$ cat config.mk
export PLATFORM = sky130hd
export DESIGN_NAME = scheduler_top
export DESIGN_NICKNAME = d
export VERILOG_FILES = /design/src/common/sched_pkg.sv /design/src/common/rename_if.sv /design/src/rename/free_list.sv /design/src/rename/register_alias_table.sv /design/src/rename/rename_stage.sv /design/src/dispatch/dispatch_queue.sv /design/src/scheduler_top.sv
export SDC_FILE = /design/constraint.sdc
export NUM_CORES = 2
export LEC_CHECK = 0
export CORE_MARGIN = 1.5
export CORE_UTILIZATION = 52
export DETAILED_ROUTE_END_ITERATION = 8
export DONT_BUFFER_PORTS = 1
export MAX_ROUTING_LAYER = met4
export PLACE_DENSITY = 0.67
export SLEW_MARGIN = 20
export SYNTH_ARGS = -nofsm -noshare
export SYNTH_HDL_FRONTEND = slang
export SYNTH_SLANG_ARGS = --single-unit
$ cat constraint.sdc
create_clock -name clk -period 8.35 [get_ports clk]
set_clock_uncertainty 0.15 [all_clocks]
set_input_delay 1.67 -clock clk [delete_from_list [all_inputs] [get_ports clk]]
set_output_delay 1.67 -clock clk [all_outputs]
set_load 0.005 [all_outputs]
$ cat src/common/sched_pkg.sv
// widths and counts shared by the scheduler RTL and its testbench
// physical register count must be a power of two so the free-list pointers wrap
// physical register 0 is permanently bound to architectural register 0
package sched_pkg;

  // ================================================
  // register file sizes
  // ================================================
  localparam int ARCH_REG_NUM = 32;
  localparam int PHY_REG_NUM  = 64;

  // writeback broadcast lanes seen by rename and dispatch
  localparam int WB_WIDTH = 2;

  // ================================================
  // vector types
  // ================================================
  // architectural register number
  typedef logic [$clog2(ARCH_REG_NUM)-1:0] arch_reg_t;

  // physical register number
  typedef logic [$clog2(PHY_REG_NUM)-1:0] preg_t;

  // free-list occupancy, 0 up to PHY_REG_NUM inclusive
  typedef logic [$clog2(PHY_REG_NUM+1)-1:0] fl_cnt_t;

  // operation tag, opaque to the scheduler
  typedef logic [15:0] op_tag_t;

  // one valid bit per writeback lane
  typedef logic [WB_WIDTH-1:0] wb_valid_t;

endpackage

$ cat src/common/rename_if.sv
// one renamed entry moving from the rename stage into the dispatch queue
// valid/ready handshake, payload held by the source while ready is low
`timescale 1ns/1ps

interface rename_if;
  import sched_pkg::*;

  logic    valid;
  logic    ready;
  preg_t   psrc0;
  preg_t   psrc1;
  preg_t   pdest;
  preg_t   old_pdest;
  logic    dest_valid;
  op_tag_t tag;
  // source readiness at transfer time, writeback bypass included
  logic    src0_rdy;
  logic    src1_rdy;

  modport src (output valid, psrc0, psrc1, pdest, old_pdest, dest_valid, tag,
               output src0_rdy, src1_rdy, input ready);

  modport dst (input valid, psrc0, psrc1, pdest, old_pdest, dest_valid, tag,
               input src0_rdy, src1_rdy, output ready);

endinterface

$ cat src/rename/free_list.sv
// FIFO of free physical registers, holds 32..63 ascending after reset
// alloc_i must only be raised while alloc_ready_o is high
// commit must never free more registers than the list can hold
`timescale 1ns/1ps

module free_list (
  input  logic             clk,
  input  logic             rst_n,
  input  logic             alloc_i,
  output logic             alloc_ready_o,
  output sched_pkg::preg_t alloc_preg_o,
  input  logic             free_valid_i,
  input  sched_pkg::preg_t free_preg_i
);
  import sched_pkg::*;

  localparam int PW = $clog2(PHY_REG_NUM);
  localparam int INIT_FREE = PHY_REG_NUM - ARCH_REG_NUM;

  preg_t         list_q [PHY_REG_NUM];
  logic [PW-1:0] head_q;
  logic [PW-1:0] tail_q;
  fl_cnt_t       cnt_q;

  // allocation straight from the head, popped on the accept edge
  assign alloc_ready_o = (cnt_q != '0);
  assign alloc_preg_o  = list_q[head_q];

  always_ff @(posedge clk or negedge rst_n) begin
    if (!rst_n) begin
      // entries above the initial tail are overwritten before they are read
      for (int i = 0; i < PHY_REG_NUM; i++) begin
        list_q[i] <= preg_t'(INIT_FREE + i);
      end
      head_q <= '0;
      tail_q <= PW'(INIT_FREE);
      cnt_q  <= fl_cnt_t'(INIT_FREE);
    end else begin
      if (alloc_i) begin
        head_q <= head_q + 1'b1;
      end
      if (free_valid_i) begin
        list_q[tail_q] <= free_preg_i;
        tail_q         <= tail_q + 1'b1;
      end
      case ({free_valid_i, alloc_i})
        2'b10:   cnt_q <= cnt_q + 1'b1;
        2'b01:   cnt_q <= cnt_q - 1'b1;
        default: cnt_q <= cnt_q;
      endcase
    end
  end

  // rename stage must see ready before popping
  a_no_alloc_empty: assert property (
    @(posedge clk) disable iff (!rst_n) alloc_i |-> cnt_q != '0
  );

  // commit side has no ready, so an overflow means a double free upstream
  a_no_free_full: assert property (
    @(posedge clk) disable iff (!rst_n)
    free_valid_i |-> cnt_q != fl_cnt_t'(PHY_REG_NUM)
  );

endmodule

$ cat src/rename/register_alias_table.sv
// architectural to physical map plus one busy bit per physical register
// lookups are combinational, updates and writebacks land on the clock edge
// architectural register 0 stays bound to physical register 0
`timescale 1ns/1ps

module register_alias_table (
  input  logic                                        clk,
  input  logic                                        rst_n,
  input  sched_pkg::arch_reg_t                        src0_i,
  input  sched_pkg::arch_reg_t                        src1_i,
  input  sched_pkg::arch_reg_t                        dest_i,
  input  logic                                        update_i,
  input  sched_pkg::preg_t                            new_preg_i,
  input  sched_pkg::wb_valid_t                        wb_valid_i,
  input  sched_pkg::preg_t [sched_pkg::WB_WIDTH-1:0]  wb_preg_i,
  output sched_pkg::preg_t                            psrc0_o,
  output sched_pkg::preg_t                            psrc1_o,
  output sched_pkg::preg_t                            old_pdest_o,
  output logic                                        psrc0_busy_o,
  output logic                                        psrc1_busy_o
);
  import sched_pkg::*;

  preg_t                  map_q [ARCH_REG_NUM];
  logic [PHY_REG_NUM-1:0] busy_q;

  // ================================================
  // lookup
  // ================================================
  assign psrc0_o     = map_q[src0_i];
  assign psrc1_o     = map_q[src1_i];
  assign old_pdest_o = map_q[dest_i];

  // busy as of the start of this cycle, bypass is handled by the caller
  assign psrc0_busy_o = busy_q[psrc0_o];
  assign psrc1_busy_o = busy_q[psrc1_o];

  // ================================================
  // map and busy update
  // ================================================
  always_ff @(posedge clk or negedge rst_n) begin
    if (!rst_n) begin
      // identity mapping, nothing in flight
      for (int r = 0; r < ARCH_REG_NUM; r++) begin
        map_q[r] <= preg_t'(r);
      end
      busy_q <= '0;
    end else begin
      for (int j = 0; j < WB_WIDTH; j++) begin
        if (wb_valid_i[j]) begin
          busy_q[wb_preg_i[j]] <= 1'b0;
        end
      end
      // a freshly allocated register cannot be written back yet,
      // so the set below never races a clear
      if (update_i) begin
        map_q[dest_i]      <= new_preg_i;
        busy_q[new_preg_i] <= 1'b1;
      end
    end
  end

  // r0 is hardwired, the rename stage must never retarget it
  a_no_update_r0: assert property (
    @(posedge clk) disable iff (!rst_n) update_i |-> dest_i != '0
  );

endmodule

$ cat src/rename/rename_stage.sv
// single-entry rename register between the request port and the dispatch queue
// a nonzero destination takes a physical register on the accept edge
// the alias table is written only when the entry moves into the queue
`timescale 1ns/1ps

module rename_stage (
  input  logic                                        clk,
  input  logic                                        rst_n,
  input  logic                                        req_valid_i,
  output logic                                        req_ready_o,
  input  sched_pkg::arch_reg_t                        req_src0_i,
  input  sched_pkg::arch_reg_t                        req_src1_i,
  input  sched_pkg::arch_reg_t                        req_dest_i,
  input  sched_pkg::op_tag_t                          req_tag_i,
  input  sched_pkg::wb_valid_t                        wb_valid_i,
  input  sched_pkg::preg_t [sched_pkg::WB_WIDTH-1:0]  wb_preg_i,
  input  logic                                        free_valid_i,
  input  sched_pkg::preg_t                            free_preg_i,
  rename_if.src                                       ren_o
);
  import sched_pkg::*;

  logic      valid_q;
  arch_reg_t src0_q;
  arch_reg_t src1_q;
  arch_reg_t dest_q;
  op_tag_t   tag_q;
  preg_t     pdest_q;

  logic      accept;
  logic      fire_out;
  logic      dest_nz;
  logic      fl_ready;
  preg_t     fl_preg;
  preg_t     rat_psrc0;
  preg_t     rat_psrc1;
  logic      rat_busy0;
  logic      rat_busy1;
  logic      wb_hit0;
  logic      wb_hit1;

  // ================================================
  // request register
  // ================================================
  // empty free list blocks every request, even those without a destination
  assign req_ready_o = (!valid_q || ren_o.ready) && fl_ready;
  assign accept      = req_valid_i && req_ready_o;
  assign fire_out    = valid_q && ren_o.ready;

  always_ff @(posedge clk or negedge rst_n) begin
    if (!rst_n) begin
      valid_q <= 1'b0;
    end else if (accept) begin
      valid_q <= 1'b1;
    end else if (fire_out) begin
      valid_q <= 1'b0;
    end
  end

  always_ff @(posedge clk) begin
    if (accept) begin
      src0_q  <= req_src0_i;
      src1_q  <= req_src1_i;
      dest_q  <= req_dest_i;
      tag_q   <= req_tag_i;
      pdest_q <= (req_dest_i != '0) ? fl_preg : '0;
    end
  end

  free_list i_free_list (
    .clk           (clk),
    .rst_n         (rst_n),
    .alloc_i       (accept && (req_dest_i != '0)),
    .alloc_ready_o (fl_ready),
    .alloc_preg_o  (fl_preg),
    .free_valid_i  (free_valid_i),
    .free_preg_i   (free_preg_i)
  );

  // ================================================
  // rename lookup and entry assembly
  // ================================================
  assign dest_nz = (dest_q != '0);

  register_alias_table i_rat (
    .clk          (clk),
    .rst_n        (rst_n),
    .src0_i       (src0_q),
    .src1_i       (src1_q),
    .dest_i       (dest_q),
    .update_i     (fire_out && dest_nz),
    .new_preg_i   (pdest_q),
    .wb_valid_i   (wb_valid_i),
    .wb_preg_i    (wb_preg_i),
    .psrc0_o      (rat_psrc0),
    .psrc1_o      (rat_psrc1),
    .old_pdest_o  (ren_o.old_pdest),
    .psrc0_busy_o (rat_busy0),
    .psrc1_busy_o (rat_busy1)
  );

  // writeback in the same cycle as the transfer would miss the queue wakeup
  always_comb begin
    wb_hit0 = 1'b0;
    wb_hit1 = 1'b0;
    for (int j = 0; j < WB_WIDTH; j++) begin
      if (wb_valid_i[j] && wb_preg_i[j] == rat_psrc0) begin
        wb_hit0 = 1'b1;
      end
      if (wb_valid_i[j] && wb_preg_i[j] == rat_psrc1) begin
        wb_hit1 = 1'b1;
      end
    end
  end

  assign ren_o.valid      = valid_q;
  assign ren_o.psrc0      = (src0_q == '0) ? '0 : rat_psrc0;
  assign ren_o.psrc1      = (src1_q == '0) ? '0 : rat_psrc1;
  assign ren_o.src0_rdy   = (src0_q == '0) || !rat_busy0 || wb_hit0;
  assign ren_o.src1_rdy   = (src1_q == '0) || !rat_busy1 || wb_hit1;
  assign ren_o.pdest      = pdest_q;
  assign ren_o.dest_valid = dest_nz;
  assign ren_o.tag        = tag_q;

endmodule

$ cat src/dispatch/dispatch_queue.sv
// in-order dispatch queue, only the head may issue
// QUEUE_DEPTH must be a power of two, 2 or more
// sources wake up on writeback, head issues once both sources are ready
`timescale 1ns/1ps

module dispatch_queue #(
  parameter int QUEUE_DEPTH = 8
) (
  input  logic                                        clk,
  input  logic                                        rst_n,
  input  sched_pkg::wb_valid_t                        wb_valid_i,
  input  sched_pkg::preg_t [sched_pkg::WB_WIDTH-1:0]  wb_preg_i,
  rename_if.dst                                       ren_i,
  output logic                                        issue_valid_o,
  input  logic                                        issue_ready_i,
  output sched_pkg::preg_t                            issue_psrc0_o,
  output sched_pkg::preg_t                            issue_psrc1_o,
  output sched_pkg::preg_t                            issue_pdest_o,
  output sched_pkg::preg_t                            issue_old_pdest_o,
  output logic                                        issue_dest_valid_o,
  output sched_pkg::op_tag_t                          issue_tag_o
);
  import sched_pkg::*;

  localparam int AW = $clog2(QUEUE_DEPTH);

  // one extra wrap bit tells full from empty
  logic [AW:0]            wr_ptr_q;
  logic [AW:0]            rd_ptr_q;
  logic [AW-1:0]          head;
  logic                   empty;
  logic                   full;
  logic                   wr_en;
  logic                   rd_en;

  preg_t                  psrc0_q     [QUEUE_DEPTH];
  preg_t                  psrc1_q     [QUEUE_DEPTH];
  preg_t                  pdest_q     [QUEUE_DEPTH];
  preg_t                  old_pdest_q [QUEUE_DEPTH];
  logic                   dest_vld_q  [QUEUE_DEPTH];
  op_tag_t                tag_q       [QUEUE_DEPTH];
  logic [QUEUE_DEPTH-1:0] rdy0_q;
  logic [QUEUE_DEPTH-1:0] rdy1_q;

  assign head  = rd_ptr_q[AW-1:0];
  assign empty = (wr_ptr_q == rd_ptr_q);
  assign full  = (wr_ptr_q == {~rd_ptr_q[AW], rd_ptr_q[AW-1:0]});

  assign ren_i.ready = !full;
  assign wr_en       = ren_i.valid && !full;
  assign rd_en       = issue_valid_o && issue_ready_i;

  // ================================================
  // pointers and ready bits
  // ================================================
  always_ff @(posedge clk or negedge rst_n) begin
    if (!rst_n) begin
      wr_ptr_q <= '0;
      rd_ptr_q <= '0;
      rdy0_q   <= '0;
      rdy1_q   <= '0;
    end else begin
      // wakeup across all slots, stale slots are harmless
      for (int i = 0; i < QUEUE_DEPTH; i++) begin
        for (int j = 0; j < WB_WIDTH; j++) begin
          if (wb_valid_i[j] && wb_preg_i[j] == psrc0_q[i]) begin
            rdy0_q[i] <= 1'b1;
          end
          if (wb_valid_i[j] && wb_preg_i[j] == psrc1_q[i]) begin
            rdy1_q[i] <= 1'b1;
          end
        end
      end
      // the slot being written is free, so its own readiness wins
      if (wr_en) begin
        rdy0_q[wr_ptr_q[AW-1:0]] <= ren_i.src0_rdy;
        rdy1_q[wr_ptr_q[AW-1:0]] <= ren_i.src1_rdy;
        wr_ptr_q                 <= wr_ptr_q + 1'b1;
      end
      if (rd_en) begin
        rd_ptr_q <= rd_ptr_q + 1'b1;
      end
    end
  end

  // payload storage
  always_ff @(posedge clk) begin
    if (wr_en) begin
      psrc0_q[wr_ptr_q[AW-1:0]]     <= ren_i.psrc0;
      psrc1_q[wr_ptr_q[AW-1:0]]     <= ren_i.psrc1;
      pdest_q[wr_ptr_q[AW-1:0]]     <= ren_i.pdest;
      old_pdest_q[wr_ptr_q[AW-1:0]] <= ren_i.old_pdest;
      dest_vld_q[wr_ptr_q[AW-1:0]]  <= ren_i.dest_valid;
      tag_q[wr_ptr_q[AW-1:0]]       <= ren_i.tag;
    end
  end

  // ================================================
  // head issue
  // ================================================
  // ready bits only ever rise, so a waiting head keeps valid high
  assign issue_valid_o      = !empty && rdy0_q[head] && rdy1_q[head];
  assign issue_psrc0_o      = psrc0_q[head];
  assign issue_psrc1_o      = psrc1_q[head];
  assign issue_pdest_o      = pdest_q[head];
  assign issue_old_pdest_o  = old_pdest_q[head];
  assign issue_dest_valid_o = dest_vld_q[head];
  assign issue_tag_o        = tag_q[head];

  // rename stage must hold its entry while the queue is full
  a_hold_while_full: assert property (
    @(posedge clk) disable iff (!rst_n)
    ren_i.valid && full |=> ren_i.valid && $stable(ren_i.tag) && $stable(ren_i.pdest)
  );

endmodule

$ cat src/scheduler_top.sv
// rename and dispatch front end, one instruction per cycle
// free port has no ready, commit must only free registers it really retires
// issue latency depends on writebacks, watch issue_valid_o
`timescale 1ns/1ps

module scheduler_top #(
  parameter int QUEUE_DEPTH = 8
) (
  input  logic                                        clk,
  input  logic                                        rst_n,
  // request
  input  logic                                        req_valid_i,
  output logic                                        req_ready_o,
  input  sched_pkg::arch_reg_t                        req_src0_i,
  input  sched_pkg::arch_reg_t                        req_src1_i,
  input  sched_pkg::arch_reg_t                        req_dest_i,
  input  sched_pkg::op_tag_t                          req_tag_i,
  // writeback broadcast
  input  sched_pkg::wb_valid_t                        wb_valid_i,
  input  sched_pkg::preg_t [sched_pkg::WB_WIDTH-1:0]  wb_preg_i,
  // free from commit
  input  logic                                        free_valid_i,
  input  sched_pkg::preg_t                            free_preg_i,
  // issue
  output logic                                        issue_valid_o,
  input  logic                                        issue_ready_i,
  output sched_pkg::preg_t                            issue_psrc0_o,
  output sched_pkg::preg_t                            issue_psrc1_o,
  output sched_pkg::preg_t                            issue_pdest_o,
  output sched_pkg::preg_t                            issue_old_pdest_o,
  output logic                                        issue_dest_valid_o,
  output sched_pkg::op_tag_t                          issue_tag_o
);

  rename_if ren_bus ();

  rename_stage i_rename_stage (
    .clk          (clk),
    .rst_n        (rst_n),
    .req_valid_i  (req_valid_i),
    .req_ready_o  (req_ready_o),
    .req_src0_i   (req_src0_i),
    .req_src1_i   (req_src1_i),
    .req_dest_i   (req_dest_i),
    .req_tag_i    (req_tag_i),
    .wb_valid_i   (wb_valid_i),
    .wb_preg_i    (wb_preg_i),
    .free_valid_i (free_valid_i),
    .free_preg_i  (free_preg_i),
    .ren_o        (ren_bus.src)
  );

  dispatch_queue #(
    .QUEUE_DEPTH (QUEUE_DEPTH)
  ) i_dispatch_queue (
    .clk                (clk),
    .rst_n              (rst_n),
    .wb_valid_i         (wb_valid_i),
    .wb_preg_i          (wb_preg_i),
    .ren_i              (ren_bus.dst),
    .issue_valid_o      (issue_valid_o),
    .issue_ready_i      (issue_ready_i),
    .issue_psrc0_o      (issue_psrc0_o),
    .issue_psrc1_o      (issue_psrc1_o),
    .issue_pdest_o      (issue_pdest_o),
    .issue_old_pdest_o  (issue_old_pdest_o),
    .issue_dest_valid_o (issue_dest_valid_o),
    .issue_tag_o        (issue_tag_o)
  );

endmodule

==> PnR_summary.wiki <==
{| class="wikitable"
! Metric !! Value
|-
| Outcome || complete, but fails checks
|-
| Violated checks || max-slew violations
|-
| Adder and majority cell fraction of the synthesized area || 0.275%
|-
| Nature of the critical path endpoint || output pin
|-
| FP Rows || 116
|-
| Worst path max stage delay || 760 ps
|-
| Setup repair bufs after CTS || 0
|-
| Combinational family with the most area after synthesis || multiplexers
|-
| Clock root buffer || sky130_fd_sc_hd__clkbuf_16
|-
| Number of enable-type register cells in the synthesized netlist || 365
|-
| Final routed DRC violation total || 0
|-
| Cell Area, Synth || 52800 um^2
|-
| Layout overhead on the synthesized area || 8.90%
|-
| Cells along the critical path || buf_4, mux4_2, mux2_2
|-
| Number of distinct standard cells referenced by the synthesized netlist || 85
|-
| Worst min-delay path class || reg2reg
|-
| Min Clock Period, post-route || 4970 ps
|-
| Share of cells above drive strength 1 || 42.0%
|-
| Async SR Flop Fraction || 65.2%
|-
| Transition time at the pin with the least slew margin || 1760 ps
|-
| Fin util || 57.3%
|-
| Vias in the first global route || 33171
|-
| Max-slew violation total from the final report || 182
|-
| Mux cell area share after synthesis || 29.4%
|-
| H-Tree Level Count || 3
|-
| Worst setup path category || reg2out
|-
| GPL Wtd Cong || 0.995
|-
| Worst-path maximum fanout || 39
|-
| Number of buffers between clock root and the deepest sink || 3
|-
| Worst max-slew margin expressed relative to the limit || -17.1%
|-
| Required @ worst endpoint || 6530 ps
|-
| DP HPWL || 94100 um
|-
| Fraction of the yosys area taken by sequential cells || 53.8%
|-
| TritonCTS clock tree || built
|-
| Starting density of the core || 52.6%
|-
| Total iterations of the first detailed-routing run || 6
|-
| Post-Place Worst Slack || 3140 ps
|-
| Cells resized by post-CTS repair || 0
|-
| Compound-gate portion of the synthesized area || 4.62%
|-
| Crit path buffers/inverters || 1
|-
| Total Nets Final || 3511
|-
| Total wire length || 146000 um
|-
| Share of the synthesized netlist area taken by xor and xnor gates || 3.99%
|-
| CTS sink count || 1049
|-
| Worst path top cell family by delay || multiplexers
|-
| Startpoint type of the worst setup path || register
|-
| Synthesized area per cell || 14.9 um^2
|-
| Horiz. Die Dim || 322 um
|-
| Sum of overflow across all layers after global routing || 0
|-
| Critical Path AT || 3150 ps
|-
| Crit share post-route || 59.5%
|-
| Global-route usage over all layers || 29.3%
|-
| Syn nets || 3604
|-
| Cells after Synth || 3537
|-
| IO Port Bufs || 0
|-
| Worst-skew pair later-pin latency || 710 ps
|-
| Basic-gate share of the synthesized area counting and, or, nand and nor cells || 5.51%
|-
| Slack of the critical path || 3380 ps
|-
| Die Outline Area || 104000 um^2
|-
| I/O pins || 99
|-
| Hold Vio Cnt, Final || 0
|-
| CTS clock-pin slew for the worst setup and hold paths || 60 ps
|-
| Setup repair after global routing missed its margin || no
|-
| Maximum achievable frequency || 201 MHz
|-
| Core Region || 100000 um^2
|-
| Initial antenna violation count || 4
|-
| Peak ir drop on the vdd network || 0.000230 V
|-
| Number of design-rule violations left by the first detailed-router iteration || 3341
|-
| Vias per cell || 6.59
|-
| Setup TNS || 0 ps
|-
| Total vias in the final route || 32314
|-
| Hold-fix buffer count after cts || 0
|-
| Maximum number of pins on one net before global-route repair || 685
|-
| Antenna viol nets, final || 0
|-
| Pleak || 22.0 nW
|-
| Routed len/inst || 29.7 um
|-
| Global-route wire length before repair || 220000 um
|-
| Critical Path Slowest Stage Cell || sky130_fd_sc_hd__dfrtp_4
|-
| TritonCTS Buffers || 110
|-
| Total setup violations reported at the end of the flow || 0
|-
| Power density over cell area || 354 nW/um^2
|-
| Die Y || 322 um
|-
| Number of flip-flops and latches in the synthesized netlist || 1049
|-
| Most used DFF post-synth || sky130_fd_sc_hd__dfrtp_1
|-
| Number of maximum-capacitance violations || 0
|-
| Yosys Warn Count || 0
|}
layout by cell type, fill, tap and decap left out, drive strengths merged, types with 9 or more instances in the layout:
| cell type | synthesis | layout |
|---|---|---|
| a2111oi | 18 | 18 |
| a21oi | 44 | 44 |
| a221o | 12 | 12 |
| a221oi | 16 | 16 |
| a22o | 27 | 27 |
| a22oi | 64 | 64 |
| a41oi | 18 | 18 |
| and2 | 14 | 14 |
| and3 | 15 | 15 |
| buf | 95 | 50 |
| clkbuf | 160 | 149 |
| clkinv | 0 | 45 |
| dfrtp | 410 | 410 |
| dfstp | 274 | 274 |
| edfxtp | 365 | 365 |
| ha | 10 | 10 |
| inv | 41 | 45 |
| mux2 | 643 | 643 |
| mux2i | 74 | 74 |
| mux4 | 331 | 331 |
| nand2 | 131 | 131 |
| nand2b | 18 | 18 |
| nand3 | 40 | 40 |
| nand4 | 56 | 56 |
| nor2 | 132 | 132 |
| nor2b | 28 | 28 |
| nor3 | 30 | 30 |
| nor3b | 14 | 14 |
| nor4 | 52 | 52 |
| o21ai | 49 | 49 |
| o31ai | 9 | 9 |
| xnor2 | 129 | 129 |
| xor2 | 112 | 112 |
cells in the mapped netlist (all sizes together) (27+ instances only):
cell type,number,share of area (%)
nor3,30,0.28
mux4,331,14
a22oi,64,0.91
buf,95,1.0
edfxtp,365,21
xnor2,129,2.1
nand4,56,0.66
a22o,27,0.45
clkbuf,160,1.1
nor4,52,0.63
dfstp,274,14
mux2,643,14
nor2b,28,0.33
mux2i,74,1.4
inv,41,0.29
nand3,40,0.38
xor2,112,1.9
dfrtp,410,19
nand2,131,0.93
a21oi,44,0.44
o21ai,49,0.46
nor2,132,0.94
where the power goes:
group	switching [W]	total [W]	internal, W
logic	0.00353	0.00686	0.00333
clock network	0.00210	0.00480	0.00270
registers	0.00137	0.00874	0.00736
total	0.00700	0.0204	0.0134
per-layer routing:
metal / track usage [%] / wire length (um) / vias up
li1: - / - / 13532
met1: 39.1 / 59800 / 17057
met2: 45.7 / 69800 / 1426
met3: 5.48 / 11000 / 299
met4: 9.11 / 5050 / 0
met5: - / 0 / -
worst register-to-register path: stages (launching register included):
cell and delay (ps):
sky130_fd_sc_hd__edfxtp_1 330, sky130_fd_sc_hd__buf_4 660, sky130_fd_sc_hd__nor2b_1 270, sky130_fd_sc_hd__a22oi_1 230, sky130_fd_sc_hd__nand4_1 610, sky130_fd_sc_hd__and4_1 480, sky130_fd_sc_hd__buf_4 260, sky130_fd_sc_hd__mux2i_1 190
sky130_fd_sc_hd__a22oi_1 190, sky130_fd_sc_hd__a21boi_0 140, sky130_fd_sc_hd__or4_4 570, sky130_fd_sc_hd__o31ai_4 490, sky130_fd_sc_hd__a21oi_1 150
sequential cells by signal, indices dropped and copies added, names as in the netlist, 5 cells and up:
register                           count
i_rename_stage.i_free_list.list_q    384
i_rename_stage.i_rat.map_q           192
i_dispatch_queue.tag_q               128
i_rename_stage.i_rat.busy_q           64
i_dispatch_queue.old_pdest_q          48
i_dispatch_queue.pdest_q              48
i_dispatch_queue.psrc0_q              48
i_dispatch_queue.psrc1_q              48
i_rename_stage.ren_o.tag              16
i_dispatch_queue.dest_vld_q            8
i_dispatch_queue.rdy0_q                8
i_dispatch_queue.rdy1_q                8
i_rename_stage.i_free_list.cnt_q       7
i_rename_stage.i_free_list.head_q      6
i_rename_stage.i_free_list.tail_q      6
i_rename_stage.ren_o.pdest             6
i_rename_stage.dest_q                  5
i_rename_stage.src0_q                  5
i_rename_stage.src1_q                  5
metrics by stage:
step / std cells / instance area [um^2] / hold WS [ps] / total power [W]
floorplan: 3537 / 52800 / 283 / 0.0133
global placement: 4684 / 53800 / 253 / 0.0153
detailed placement: 4684 / 53800 / 256 / 0.0156
CTS: 4894 / 57400 / 275 / 0.0204
global route: 4903 / 57500 / 289 / 0.0213
finish: 4903 / 57500 / 274 / 0.0204
layout make-up:
class                   instances  area [um^2]
well taps                    1357         1700
clock buffers                 149         3040
inverters                      41          154
clock inverters                61          539
multi-input cells            2192        23200
repair buffers                 50          468
diodes                          4         10.0
flip-flops and latches       1049        28400
fillers                      7850        42900
worst paths after layout:
| check | from | endpoint | slack [ps] | cells past startpoint |
|---|---|---|---|---|
| min in group asynchronous | rst_n | i_rename_stage.i_rat.busy_q[31] | 530 | 0 |
| hold / removal | i_rename_stage.i_rat.map_q[188] | i_rename_stage.i_rat.map_q[188] | 270 | 0 |
| setup reg to reg | i_rename_stage.src1_q[2] | i_dispatch_queue.rdy1_q[2] | 3480 | 12 |
| max in group asynchronous | rst_n | i_rename_stage.i_free_list.list_q[5] | 5150 | 2 |
| setup / recovery | i_dispatch_queue.rd_ptr_q[0] | issue_psrc0_o[1] | 3380 | 3 |
| hold reg to reg | i_rename_stage.i_rat.map_q[188] | i_rename_stage.i_rat.map_q[188] | 270 | 0 |
kinds of logic after synthesis:
group | Yosys count
fa+ha+maj | 11
buf+inv | 296
xor+xnor | 241
compound gates | 324
mux | 1048
simple gates | 568
flops | 1049
No activity file was read; power rests on OpenSTA's default activity.
